**config.mk**
```make
export PLATFORM = sky130hd
export DESIGN_NAME = regex_cpu
export DESIGN_NICKNAME = d
export VERILOG_FILES = /design/src/source/regex_pkg.sv /design/src/source/regex_cpu.sv /design/src/source/regex_exec.sv /design/src/source/regex_fetch.sv /design/src/source/regex_split_stage.sv
export SDC_FILE = /design/constraint.sdc
export NUM_CORES = 1
export LEC_CHECK = 0
export ABC_AREA = 1
export BUFFER_PORTS_ARGS = -buffer_cell sky130_fd_sc_hd__buf_2
export CAP_MARGIN = 15
export CORE_UTILIZATION = 45
export CTS_BUF_LIST = sky130_fd_sc_hd__clkbuf_8
export DETAILED_ROUTE_END_ITERATION = 6
export PLACE_DENSITY = 0.83
export SYNTH_ARGS = -nofsm -noshare
export SYNTH_HDL_FRONTEND = slang
export SYNTH_SLANG_ARGS = --single-unit
```
**constraint.sdc**
```tcl
create_clock -name clk -period 3.42 [get_ports clk]
set_clock_uncertainty 0.05 [all_clocks]
set_input_delay 0.171 -clock clk [delete_from_list [all_inputs] [get_ports clk]]
set_output_delay 0.171 -clock clk [all_outputs]
set_load 0.05 [all_outputs]
```
**src/source/regex_pkg.sv**
```systemverilog
// widths, opcode codes and the instruction data union for the regex engine
package regex_pkg;

    // thread and window geometry
    localparam int PC_WIDTH     = 9;
    localparam int CC_ID_BITS   = 2;
    localparam int WINDOW_CHARS = 4;
    localparam int CHAR_WIDTH   = 8;

    // instruction memory
    localparam int MEM_ADDR_WIDTH = 11;
    localparam int MEM_WIDTH      = 16;

    // instruction word, opcode in the top bits and data below it
    localparam int OPCODE_WIDTH = 3;
    localparam int INSTR_WIDTH  = 12;

    // opcode encodings, END is zero so a cleared word does nothing
    localparam logic [OPCODE_WIDTH-1:0] OP_END            = 3'd0;
    localparam logic [OPCODE_WIDTH-1:0] OP_ACCEPT         = 3'd1;
    localparam logic [OPCODE_WIDTH-1:0] OP_ACCEPT_PARTIAL = 3'd2;
    localparam logic [OPCODE_WIDTH-1:0] OP_SPLIT          = 3'd3;
    localparam logic [OPCODE_WIDTH-1:0] OP_MATCH          = 3'd4;
    localparam logic [OPCODE_WIDTH-1:0] OP_NOT_MATCH      = 3'd5;
    localparam logic [OPCODE_WIDTH-1:0] OP_MATCH_ANY      = 3'd6;
    localparam logic [OPCODE_WIDTH-1:0] OP_JMP            = 3'd7;

    // data field of an instruction
    // jumps and splits read a target pc, character tests read a character
    typedef union packed {
        logic [PC_WIDTH-1:0] target;
        struct packed {
            logic                  pad;
            logic [CHAR_WIDTH-1:0] value;
        } ch;
    } instr_data_u;

endpackage

```
**src/source/regex_cpu.sv**
```systemverilog
// top level of the pipelined regex engine: fetch, execute and split stages
`timescale 1ns/1ns

module regex_cpu (
    input  logic                                                   clk,
    input  logic                                                   rst,
    input  logic [regex_pkg::WINDOW_CHARS*regex_pkg::CHAR_WIDTH-1:0] current_characters,
    input  logic [regex_pkg::WINDOW_CHARS-1:0]                      end_of_string,
    input  logic                                                   input_pc_valid,
    input  logic [regex_pkg::CC_ID_BITS-1:0]                        input_cc_id,
    input  logic [regex_pkg::PC_WIDTH-1:0]                          input_pc,
    output logic                                                   input_pc_ready,
    input  logic                                                   memory_ready,
    output logic [regex_pkg::MEM_ADDR_WIDTH-1:0]                    memory_addr,
    input  logic [regex_pkg::MEM_WIDTH-1:0]                         memory_data,
    output logic                                                   memory_valid,
    output logic                                                   output_pc_valid,
    output logic [regex_pkg::CC_ID_BITS-1:0]                        output_cc_id,
    output logic [regex_pkg::PC_WIDTH-1:0]                          output_pc,
    input  logic                                                   output_pc_ready,
    output logic                                                   accepts,
    output logic                                                   running
);
    import regex_pkg::*;

    // fetch to exec
    logic                   fetch_valid;
    logic [PC_WIDTH-1:0]    fetch_pc;
    logic [CC_ID_BITS-1:0]  fetch_cc_id;
    logic [INSTR_WIDTH-1:0] fetch_instr;
    logic                   exec_free;
    logic                   exec_busy;

    // exec to split stage
    logic                   split_valid;
    logic [PC_WIDTH-1:0]    split_pc;
    logic [CC_ID_BITS-1:0]  split_cc_id;
    logic [INSTR_WIDTH-1:0] split_instr;
    logic                   split_free;
    logic                   split_busy;

    // exec output into the merge
    logic                   exec_out_valid;
    logic [PC_WIDTH-1:0]    exec_out_pc;
    logic [CC_ID_BITS-1:0]  exec_out_cc_id;
    logic                   exec_out_ready;

    regex_fetch i_regex_fetch (
        .clk            (clk),
        .rst            (rst),
        .input_pc_valid (input_pc_valid),
        .input_cc_id    (input_cc_id),
        .input_pc       (input_pc),
        .input_pc_ready (input_pc_ready),
        .memory_valid   (memory_valid),
        .memory_addr    (memory_addr),
        .memory_ready   (memory_ready),
        .memory_data    (memory_data),
        .fetch_valid    (fetch_valid),
        .fetch_pc       (fetch_pc),
        .fetch_cc_id    (fetch_cc_id),
        .fetch_instr    (fetch_instr),
        .exec_free      (exec_free)
    );

    regex_exec i_regex_exec (
        .clk                (clk),
        .rst                (rst),
        .current_characters (current_characters),
        .end_of_string      (end_of_string),
        .fetch_valid        (fetch_valid),
        .fetch_pc           (fetch_pc),
        .fetch_cc_id        (fetch_cc_id),
        .fetch_instr        (fetch_instr),
        .exec_free          (exec_free),
        .exec_busy          (exec_busy),
        .exec_out_valid     (exec_out_valid),
        .exec_out_pc        (exec_out_pc),
        .exec_out_cc_id     (exec_out_cc_id),
        .exec_out_ready     (exec_out_ready),
        .exec_accepts       (accepts),
        .split_valid        (split_valid),
        .split_pc           (split_pc),
        .split_cc_id        (split_cc_id),
        .split_instr        (split_instr),
        .split_free         (split_free)
    );

    regex_split_stage i_regex_split_stage (
        .clk             (clk),
        .rst             (rst),
        .split_valid     (split_valid),
        .split_pc        (split_pc),
        .split_cc_id     (split_cc_id),
        .split_instr     (split_instr),
        .split_free      (split_free),
        .split_busy      (split_busy),
        .exec_out_valid  (exec_out_valid),
        .exec_out_pc     (exec_out_pc),
        .exec_out_cc_id  (exec_out_cc_id),
        .exec_out_ready  (exec_out_ready),
        .output_pc_valid (output_pc_valid),
        .output_pc       (output_pc),
        .output_cc_id    (output_cc_id),
        .output_pc_ready (output_pc_ready)
    );

    // any stage holding a thread keeps the engine running
    assign running = fetch_valid | exec_busy | split_busy;

endmodule

```
**src/source/regex_exec.sv**
```systemverilog
// first execute stage: decodes the held instruction and emits the first continuation
`timescale 1ns/1ns

module regex_exec (
    input  logic                                                   clk,
    input  logic                                                   rst,
    input  logic [regex_pkg::WINDOW_CHARS*regex_pkg::CHAR_WIDTH-1:0] current_characters,
    input  logic [regex_pkg::WINDOW_CHARS-1:0]                      end_of_string,
    input  logic                                                   fetch_valid,
    input  logic [regex_pkg::PC_WIDTH-1:0]                          fetch_pc,
    input  logic [regex_pkg::CC_ID_BITS-1:0]                        fetch_cc_id,
    input  logic [regex_pkg::INSTR_WIDTH-1:0]                       fetch_instr,
    output logic                                                   exec_free,
    output logic                                                   exec_busy,
    output logic                                                   exec_out_valid,
    output logic [regex_pkg::PC_WIDTH-1:0]                          exec_out_pc,
    output logic [regex_pkg::CC_ID_BITS-1:0]                        exec_out_cc_id,
    input  logic                                                   exec_out_ready,
    output logic                                                   exec_accepts,
    output logic                                                   split_valid,
    output logic [regex_pkg::PC_WIDTH-1:0]                          split_pc,
    output logic [regex_pkg::CC_ID_BITS-1:0]                        split_cc_id,
    output logic [regex_pkg::INSTR_WIDTH-1:0]                       split_instr,
    input  logic                                                   split_free
);
    import regex_pkg::*;

    logic                    exec_valid;
    logic [PC_WIDTH-1:0]     exec_pc;
    logic [CC_ID_BITS-1:0]   exec_cc_id;
    logic [INSTR_WIDTH-1:0]  exec_instr;
    logic [OPCODE_WIDTH-1:0] opcode;
    instr_data_u             data;
    logic [CHAR_WIDTH-1:0]   cur_char;
    logic                    is_split;
    logic                    exec_move;

    assign opcode   = exec_instr[INSTR_WIDTH-1 -: OPCODE_WIDTH];
    assign data     = exec_instr[INSTR_WIDTH-OPCODE_WIDTH-1:0];
    assign cur_char = current_characters[exec_cc_id*CHAR_WIDTH +: CHAR_WIDTH];

    always_comb
    begin
        exec_out_valid = 1'b0;
        exec_out_pc    = exec_pc + 1'b1;
        exec_out_cc_id = exec_cc_id;
        exec_accepts   = 1'b0;
        is_split       = 1'b0;
        if (exec_valid)
        begin
            case (opcode)
                OP_ACCEPT:
                begin
                    exec_accepts = end_of_string[exec_cc_id];
                end
                OP_ACCEPT_PARTIAL:
                begin
                    exec_accepts = 1'b1;
                end
                OP_SPLIT:
                begin
                    // fall-through branch here, the jump goes to the split stage
                    exec_out_valid = 1'b1;
                    is_split       = 1'b1;
                end
                OP_MATCH:
                begin
                    if (cur_char == data.ch.value)
                    begin
                        exec_out_valid = 1'b1;
                        exec_out_cc_id = exec_cc_id + 1'b1;
                    end
                end
                OP_NOT_MATCH:
                begin
                    // no character consumed
                    exec_out_valid = (cur_char != data.ch.value);
                end
                OP_MATCH_ANY:
                begin
                    exec_out_valid = 1'b1;
                    exec_out_cc_id = exec_cc_id + 1'b1;
                end
                OP_JMP:
                begin
                    exec_out_valid = 1'b1;
                    exec_out_pc    = data.target;
                end
                default:
                begin
                    // END drops the thread
                end
            endcase
        end
    end

    // a split also needs room for its second branch
    assign exec_move = exec_valid & (~exec_out_valid | exec_out_ready) &
                       (~is_split | split_free);
    assign exec_free = ~exec_valid | exec_move;
    assign exec_busy = exec_valid;

    assign split_valid = exec_move & is_split;
    assign split_pc    = exec_pc;
    assign split_cc_id = exec_cc_id;
    assign split_instr = exec_instr;

    always_ff @(posedge clk)
    begin
        if (rst)
        begin
            exec_valid <= 1'b0;
        end
        else if (exec_free)
        begin
            exec_valid <= fetch_valid;
        end
    end

    always_ff @(posedge clk)
    begin
        if (exec_free)
        begin
            exec_pc    <= fetch_pc;
            exec_cc_id <= fetch_cc_id;
            exec_instr <= fetch_instr;
        end
    end

endmodule

```
**src/source/regex_fetch.sv**
```systemverilog
// fetch stage: memory request on the input handshake and capture of the returned instruction
`timescale 1ns/1ns

module regex_fetch (
    input  logic                                clk,
    input  logic                                rst,
    input  logic                                input_pc_valid,
    input  logic [regex_pkg::CC_ID_BITS-1:0]     input_cc_id,
    input  logic [regex_pkg::PC_WIDTH-1:0]       input_pc,
    output logic                                input_pc_ready,
    output logic                                memory_valid,
    output logic [regex_pkg::MEM_ADDR_WIDTH-1:0] memory_addr,
    input  logic                                memory_ready,
    input  logic [regex_pkg::MEM_WIDTH-1:0]      memory_data,
    output logic                                fetch_valid,
    output logic [regex_pkg::PC_WIDTH-1:0]       fetch_pc,
    output logic [regex_pkg::CC_ID_BITS-1:0]     fetch_cc_id,
    output logic [regex_pkg::INSTR_WIDTH-1:0]    fetch_instr,
    input  logic                                exec_free
);
    import regex_pkg::*;

    logic                   can_take;
    logic                   take;
    logic                   has_to_save;
    logic [INSTR_WIDTH-1:0] instr_q;

    // the register can take a new thread when empty or handing over this cycle
    assign can_take = ~fetch_valid | exec_free;

    assign memory_valid   = input_pc_valid & can_take;
    assign input_pc_ready = memory_valid & memory_ready;
    assign take           = input_pc_ready;

    assign memory_addr = {{(MEM_ADDR_WIDTH - PC_WIDTH){1'b0}}, input_pc};

    // memory word is only valid in the cycle after the transfer
    assign fetch_instr = has_to_save ? memory_data[INSTR_WIDTH-1:0] : instr_q;

    always_ff @(posedge clk)
    begin
        if (rst)
        begin
            fetch_valid <= 1'b0;
            has_to_save <= 1'b0;
        end
        else
        begin
            has_to_save <= take;
            if (take)
            begin
                fetch_valid <= 1'b1;
            end
            else if (exec_free)
            begin
                fetch_valid <= 1'b0;
            end
        end
    end

    // payload of the thread waiting for exec
    always_ff @(posedge clk)
    begin
        if (take)
        begin
            fetch_pc    <= input_pc;
            fetch_cc_id <= input_cc_id;
        end
        // keeps the captured word while exec is stalled
        instr_q <= fetch_instr;
    end

endmodule

```
**src/source/regex_split_stage.sv**
```systemverilog
// second execute stage for the SPLIT jump branch and the fixed priority output merge
`timescale 1ns/1ns

module regex_split_stage (
    input  logic                             clk,
    input  logic                             rst,
    input  logic                             split_valid,
    input  logic [regex_pkg::PC_WIDTH-1:0]    split_pc,
    input  logic [regex_pkg::CC_ID_BITS-1:0]  split_cc_id,
    input  logic [regex_pkg::INSTR_WIDTH-1:0] split_instr,
    output logic                             split_free,
    output logic                             split_busy,
    input  logic                             exec_out_valid,
    input  logic [regex_pkg::PC_WIDTH-1:0]    exec_out_pc,
    input  logic [regex_pkg::CC_ID_BITS-1:0]  exec_out_cc_id,
    output logic                             exec_out_ready,
    output logic                             output_pc_valid,
    output logic [regex_pkg::PC_WIDTH-1:0]    output_pc,
    output logic [regex_pkg::CC_ID_BITS-1:0]  output_cc_id,
    input  logic                             output_pc_ready
);
    import regex_pkg::*;

    logic                  held_valid;
    logic [CC_ID_BITS-1:0] held_cc_id;
    instr_data_u           held_data;
    logic                  held_move;

    // only splits arrive here, so a held entry always offers its jump target
    assign held_move  = held_valid & output_pc_ready;
    assign split_free = ~held_valid | held_move;
    assign split_busy = held_valid;

    // held branch wins, so exec never drives the port while a branch waits
    assign exec_out_ready  = output_pc_ready & ~held_valid;
    assign output_pc_valid = held_valid | exec_out_valid;
    assign output_pc       = held_valid ? held_data.target : exec_out_pc;
    assign output_cc_id    = held_valid ? held_cc_id : exec_out_cc_id;

    always_ff @(posedge clk)
    begin
        if (rst)
        begin
            held_valid <= 1'b0;
        end
        else if (split_free)
        begin
            held_valid <= split_valid;
        end
    end

    always_ff @(posedge clk)
    begin
        if (split_free & split_valid)
        begin
            held_cc_id <= split_cc_id;
            held_data  <= split_instr[INSTR_WIDTH-OPCODE_WIDTH-1:0];
        end
    end

endmodule

```
After elaboration in Yosys (flattened, before gate mapping)
Index checks and enable logic that the tools add are counted.
- logic and storage cells: 67
- register bits after elaboration: 61
- shifts and indexed selects: 1
- equality and inequality tests: 9
- bitwise operators: 21
- reductions and logical operators: 2
- add/subtract/negate cells: 2
- muxes and demuxes: 19
- $lt $le $gt $ge: 1
- operators by type and width (cell ; count):
    $shiftx 32x6->8 ; 1
    $mux 9 ; 3
    $eq 3x3->1 const B ; 4
    $mux 12 ; 1
    $add 9x1->9 const B ; 1
    $and 1x1->1 ; 8
    $eq 8x8->1 ; 1
    $mux 1 ; 8
    $ne 8x8->1 ; 1
    $or 1x1->1 ; 8
    $eq 3x2->1 const B ; 2
    $mux 2 ; 3
    $not 1->1 ; 5
    $pmux 2 s2 ; 1
    $eq 3x1->1 const B ; 1
    $lt 2x3->1 const B ; 1
    $pmux 1 s3 ; 1
    $reduce_or 3->1 ; 1
    $add 2x1->2 const B ; 1
    $bmux 1 s2 ; 1
    $pmux 1 s2 ; 1
    $reduce_bool 2->1 ; 1

Longest topological paths before layout
- word-level depth: 14
- depth in mapped cells: 16

By module
A second synthesis with hierarchy kept.
- cells, all modules: 358
- area, all modules: 3118.0 um^2
- by module, submodules not included (module ; times used ; cells each ; sequential area each (um^2) ; area each (um^2)):
    regex_exec ; 1 ; 212 ; 710.7 ; 1647.8
    regex_fetch ; 1 ; 88 ; 610.6 ; 924.6
    regex_split_stage ; 1 ; 55 ; 350.3 ; 534.3
    regex_cpu ; 1 ; 3 ; 0.0 ; 11.3

Worst setup path after synthesis
OpenSTA, ideal clock, no wires.
- path type: register to register
- start point: register i_regex_exec.exec_cc_id[0] (netlist: i_regex_exec.split_cc_id[0])
- end point: register i_regex_split_stage.held_cc_id[0], enable pin
- clock period less this slack: 2528 ps
- stages on the path, launching flop included: 14
- library setup time: 339 ps
- data arrival time: 2139 ps
- required time: 3031 ps
- path slack: 892 ps
- path through: edfxtp_1 -> buf_4 -> or2_0 -> nand3_1 -> nand3_1 -> nand2_1 -> nand2_1 -> nor2_1 -> nand2_2 -> nand2_1 -> nand2_2 -> nand3_2 -> nand3_2 -> inv_1
- longest elaborated chain between the ends: 11
- RTL lines (item ; line ; text):
    start, declared ; regex_exec.sv:30 ; logic [CC_ID_BITS-1:0] exec_cc_id;
    start signal, assigned ; regex_exec.sv:125 ; exec_cc_id <= fetch_cc_id;
    $shiftx 32x6->8 * ; regex_exec.sv:40 ; assign cur_char = current_characters[exec_cc_id*CHAR_WIDTH +: CHAR_WIDTH];
    $eq 8x8->1 ; regex_exec.sv:68 ; if (cur_char == data.ch.value)
    $mux 1 ; regex_exec.sv:68 ;
    $pmux 1 s3 * ; regex_exec.sv:51 ; case (opcode)
    $mux 1 * ; regex_exec.sv:49 ; if (exec_valid)
    $not 1->1 * ; regex_exec.sv:98 ; assign exec_move = exec_valid & (~exec_out_valid | exec_out_ready) &
    $or 1x1->1 * ; regex_exec.sv:98 ;
    $and 1x1->1 * (2 in series) ; regex_exec.sv:98 ;
    $and 1x1->1 * ; regex_exec.sv:103 ; assign split_valid = exec_move & is_split;
    $and 1x1->1 * ; regex_split_stage.sv:54 ; if (split_free & split_valid)
    end signal, assigned ; regex_split_stage.sv:56 ; held_cc_id <= split_cc_id;
    end, declared ; regex_split_stage.sv:25 ; logic [CC_ID_BITS-1:0] held_cc_id;
Every way passes the cells marked *; elsewhere a longest branch is shown, timed or not.
A chain may end at the register's enable or synchronous reset.

Worst setup path after layout
- start point: register i_regex_exec.exec_cc_id[0] (netlist: i_regex_exec.split_cc_id[0])
- end point: output port input_pc_ready
- longest elaborated chain between the ends: 13
- RTL lines (item ; line ; text):
    $shiftx 32x6->8 * ; regex_exec.sv:40 ;
    $eq 8x8->1 ; regex_exec.sv:68 ;
    $mux 1 ; regex_exec.sv:68 ;
    $pmux 1 s3 * ; regex_exec.sv:51 ;
    $mux 1 * ; regex_exec.sv:49 ;
    $not 1->1 * ; regex_exec.sv:98 ;
    $or 1x1->1 * ; regex_exec.sv:98 ;
    $and 1x1->1 * (2 in series) ; regex_exec.sv:98 ;
    $or 1x1->1 * ; regex_exec.sv:100 ; assign exec_free = ~exec_valid | exec_move;
    $or 1x1->1 * ; regex_fetch.sv:29 ; assign can_take = ~fetch_valid | exec_free;
    $and 1x1->1 * ; regex_fetch.sv:31 ; assign memory_valid = input_pc_valid & can_take;
    $and 1x1->1 * ; regex_fetch.sv:32 ; assign input_pc_ready = memory_valid & memory_ready;
    end, declared ; regex_cpu.sv:12 ; output logic input_pc_ready,
Marks and branches as above.

==> qor.yml <==
route:
  initialDrtViolationCount: 110
  dr_total_vias: 2375
  drt_pass1_iterations: 4
  routed_wl_um: 5990
  route.detailed.drc: 0
  average_wire_per_standard_cell_um: 12.2
  ant_nets: 0
  via_density_per_instance: 4.83
setup_path:
  regToRegSetupSlack_ps: 760
  r2r-start: "i_regex_exec.split_cc_id[0]"
  path_common_cell: "nand2_1"
  critical_path_stages: 17
  timing.critical_path.slowest_cell_delay_ps: 350
  critical_path.slowest_cell: "edfxtp_1"
  timing.critical_path.fanout_max: 22
  series_of_cell_instances_along_the_critical_path: "buf_4 > inv_2 > nand2_1 > nand3_1 > nand2_1 > nand2_1 > nand2_1 > inv_1 > nand2_1 > nor2_1 > nand2_2 > nand2_1 > nand2_2 > nand4_2 > nand3_1 > inv_1 > buf_2"
  crit_buf_inv: 5
  startpoint_type: "register"
  number_of_cells_on_the_worst_reg_to_reg_path: 17
  endpoint_kind: "output pin"
  path_class: "register to output pin"
  critPathRequiredTime_ps: 3200
  worst_r2r_endpoint: "i_regex_fetch.fetch_pc[7]"
  timing.critical_path.arrival_ps: 2750
  worst_path_dominant_cell_family: "buffers and inverters"
synth:
  synth_seq_cells: 61
  netlist_area_sq_um: 2950
  synthesis.instances: 314
  yosys_warnings: 0
  yosysUniqueCellTypes: 33
  synth-seq-area-share: 0.567
  synthesis.area_per_instance_sq_um: 9.38
pwr:
  p_leak_nw: 1.69
  power.clock.fraction: 0.337
  share_seq_of_total_power: 0.504
  pwr-share-comb: 0.160
  cellPowerDensity_nw_per_um2: 498
  power.ir.vdd_worst_mv: 0.344
  power_switching_mw: 0.501
  power.switching_fraction: 0.271
  cell_internal_pwr_mw: 1.35
  totalPowerFinal_mw: 1.85
die:
  die_y_um: 82.9
  fp.dieArea_sq_um: 6880
  core_region_area_sq_um: 6350
  top_level_ports: 95
  start_util: 0.464
  horizontal_die_dimension_um: 82.9
  rows: 29
clocking:
  insertion_delay_ps: 330
  cts_tree: "built"
  clock_tree.root_cell: "clkbuf_8"
  cts.reportedPaths.clkPinSlew_ps: 60
  clock_tree.buffer_depth: 2
  cts_repair_resize_count: 0
  ctsHtreeMaxLevel: 3
  cts_made_buffers: 9
  cts_sinks: 61
  post-cts-setup-buffer-count: 0
timing:
  period_share: 0.869
  report.final.hold_viol_count: 0
  slew_viol_final: 0
  layout_min_cycle_time_ps: 2970
  finalSetupTns_ps: 0
  max_slew.worst_pin.slew_ps: 579
  timing.max_slew.rel_slack: 0.613
  grt_setup_unrepaired: "no"
  setup-violations-final: 0
  fmax_ghz: 0.336
layout:
  final_nets: 479
  postLayoutCellArea_sq_um: 3710
  diodes: 0
  fin_cells: 492
  area_growth_pct: 25.8
  drive_gt1_frac: 0.311
  fillers: 544
global_route:
  antenna_violations_before_repair: 0
  grt_first_pass_wirelength_um: 9750
  grt_util_all_layers: 0.178
  grt_start_max_net_pins: 25
  overflow: 0
  first_global_vias: 2117
placed_design:
  dpl.cell_count: 464
  gp_routability_congestion: 0.817
  port-buffer-count: 88
  place_hpwl_um: 4410
  detailed_place.area_sq_um: 3390
run_status:
  outcome: "complete, no violations"
min_path:
  whs_path_depth: 2
  timing.hold.worst.start: "memory_data[9]"
  holdCritPathClass: "input port to register"
  whs_endpoint: "i_regex_fetch.instr_q[9]"
run:
  drv_cap: 0
==> per-stage QoR <==
step | setup slack [ps] | util | hold slack [ps]
2_1_floorplan | 892 | - | 183
3_3_place_gp | 792 | 0.533 | 302
3_5_place_dp | 735 | 0.533 | 300
4_1_cts | 396 | 0.584 | 21.6
5_1_grt | 112 | 0.584 | 32.3
6_report | 448 | 0.584 | 33.3
==> power groups by stage <==
stage	Combinational [mW]	Clock, mW	Sequential (mW)
final	0.295	0.622	0.930
after global routing	0.328	0.665	0.939
after CTS	0.297	0.634	0.930
after detailed placement	0.284	0	0.946
after global placement	0.277	0	0.941
after floorplan	0.221	0	0.921
==> worst reg2reg max path, cell delays in order, from the launching register on <==
cell and delay [ps]:
edfxtp_1 350, buf_4 210, inv_2 260, nand2_1 110
nand3_1 110, nand2_1 60, nand2_1 50, nand2_1 50
inv_1 40, nand2_1 40, nor2_1 110, nand2_2 120
nand2_1 90, nand2_2 80, nand4_2 110, nand3_1 100
inv_1 220, buf_4 220
==> how the worst max path moves through the flow <==
| stage | from | endpoint | slack (ps) |
|---|---|---|---|
| 5_1_grt | i_regex_exec.split_cc_id[0] | input_pc_ready | 110 |
| 2_1_floorplan | i_regex_exec.split_cc_id[0] | i_regex_split_stage.held_cc_id[0] | 890 |
| 6_report | i_regex_exec.split_cc_id[0] | input_pc_ready | 450 |
| 3_5_place_dp | i_regex_exec.split_cc_id[0] | i_regex_fetch.fetch_pc[5] | 740 |
| 4_1_cts | i_regex_exec.split_cc_id[0] | input_pc_ready | 400 |
| 3_3_place_gp | i_regex_exec.split_cc_id[1] | i_regex_fetch.fetch_pc[4] | 790 |
==> placed cells by master, fill, tap and decap left out, types with 4 or more instances in the layout <==
cell type and n:
clkbuf_8 10, a21oi_1 9, o21ai_0 21, edfxtp_1 45
nand2_1 93, dlygate4sd3_1 12, dfxtp_1 16, buf_2 88
nor2_1 14, mux2_2 12, inv_1 26, buf_4 4
nand3_1 32
==> layer usage <==
metal | global-route usage | wire length [um] | share of wire | up-vias
li1 | - | - | - | 1227
met5 | 0 | 0 | 0 | -
met3 | 0.0338 | 326 | 0.054 | 11
met2 | 0.292 | 2800 | 0.47 | 94
met1 | 0.231 | 2770 | 0.46 | 1043
met4 | 0.0784 | 101 | 0.017 | 0
==> synthesized netlist by cell type <==
| cell type | n | area share |
|---|---|---|
| a21oi_1 | 9 | 0.015 |
| a21oi_2 | 1 | 0.0030 |
| a21oi_4 | 1 | 0.0055 |
| a41oi_1 | 1 | 0.0030 |
| buf_1 | 1 | 0.0013 |
| buf_2 | 3 | 0.0051 |
| buf_4 | 12 | 0.031 |
| buf_6 | 1 | 0.0038 |
| clkbuf_1 | 3 | 0.0038 |
| clkinv_1 | 1 | 0.0013 |
| conb_1 | 1 | 0.0013 |
| dfxtp_1 | 16 | 0.11 |
| edfxtp_1 | 45 | 0.46 |
| ha_1 | 1 | 0.0042 |
| inv_1 | 26 | 0.033 |
| inv_2 | 1 | 0.0013 |
| mux2_2 | 12 | 0.046 |
| nand2_1 | 93 | 0.12 |
| nand2_2 | 2 | 0.0042 |
| nand3_1 | 32 | 0.054 |
| nand3_2 | 2 | 0.0068 |
| nand3b_1 | 1 | 0.0025 |
| nand4_1 | 1 | 0.0021 |
| nand4_2 | 1 | 0.0042 |
| nor2_1 | 14 | 0.018 |
| nor3_1 | 1 | 0.0017 |
| o21ai_0 | 21 | 0.036 |
| o21ai_1 | 3 | 0.0051 |
| o22ai_1 | 1 | 0.0021 |
| or2_0 | 1 | 0.0021 |
| or2_2 | 1 | 0.0021 |
| xnor2_1 | 3 | 0.0089 |
| xor2_1 | 2 | 0.0059 |
==> logic make-up (layout without fill, tap and decap cells) <==
kind of cell    count (synthesis)  after routing  share of synthesized area
simple gates                  149            149                      0.217
flops                          61             61                      0.567
buf+inv                        48            148                     0.0802
compound gates                 37             37                     0.0696
mux                            12             12                     0.0459
xor+xnor                        5              5                     0.0149
fa+ha+maj                       1              1                    0.00425
other cells                     1              2                    0.00127
==> timing repair <==
item / 4_1_cts / 5_1_grt
hold endpoints to repair: 13 / 0
hold buffers: 12 / 0
setup endpoints to repair: 0 / 0
==> registers in the layout, summed over array words and instances (netlist names) <==
register,cells
i_regex_split_stage.split_busy,1
i_regex_exec.split_pc,9
i_regex_exec.split_cc_id,2
i_regex_exec.exec_busy,1
i_regex_fetch.has_to_save,1
i_regex_fetch.fetch_pc,9
i_regex_fetch.fetch_valid,1
i_regex_exec.split_instr,12
i_regex_fetch.fetch_cc_id,2
i_regex_fetch.instr_q,12
i_regex_split_stage.held_cc_id,2
i_regex_split_stage.held_data,9
==> layout make-up <==
| type | instances | area, sq um | share of cell area |
|---|---|---|---|
| multi-input cells | 206 | 1040 | 0.281 |
| clock inverters | 6 | 62.6 | 0.0169 |
| flip-flops and latches | 61 | 1670 | 0.451 |
| repair buffers | 104 | 591 | 0.159 |
| inverters | 28 | 105 | 0.0284 |
| well taps | 77 | 96.3 | 0.0260 |
| clock buffers | 10 | 138 | 0.0371 |
(Power assumes the default switching activity.)
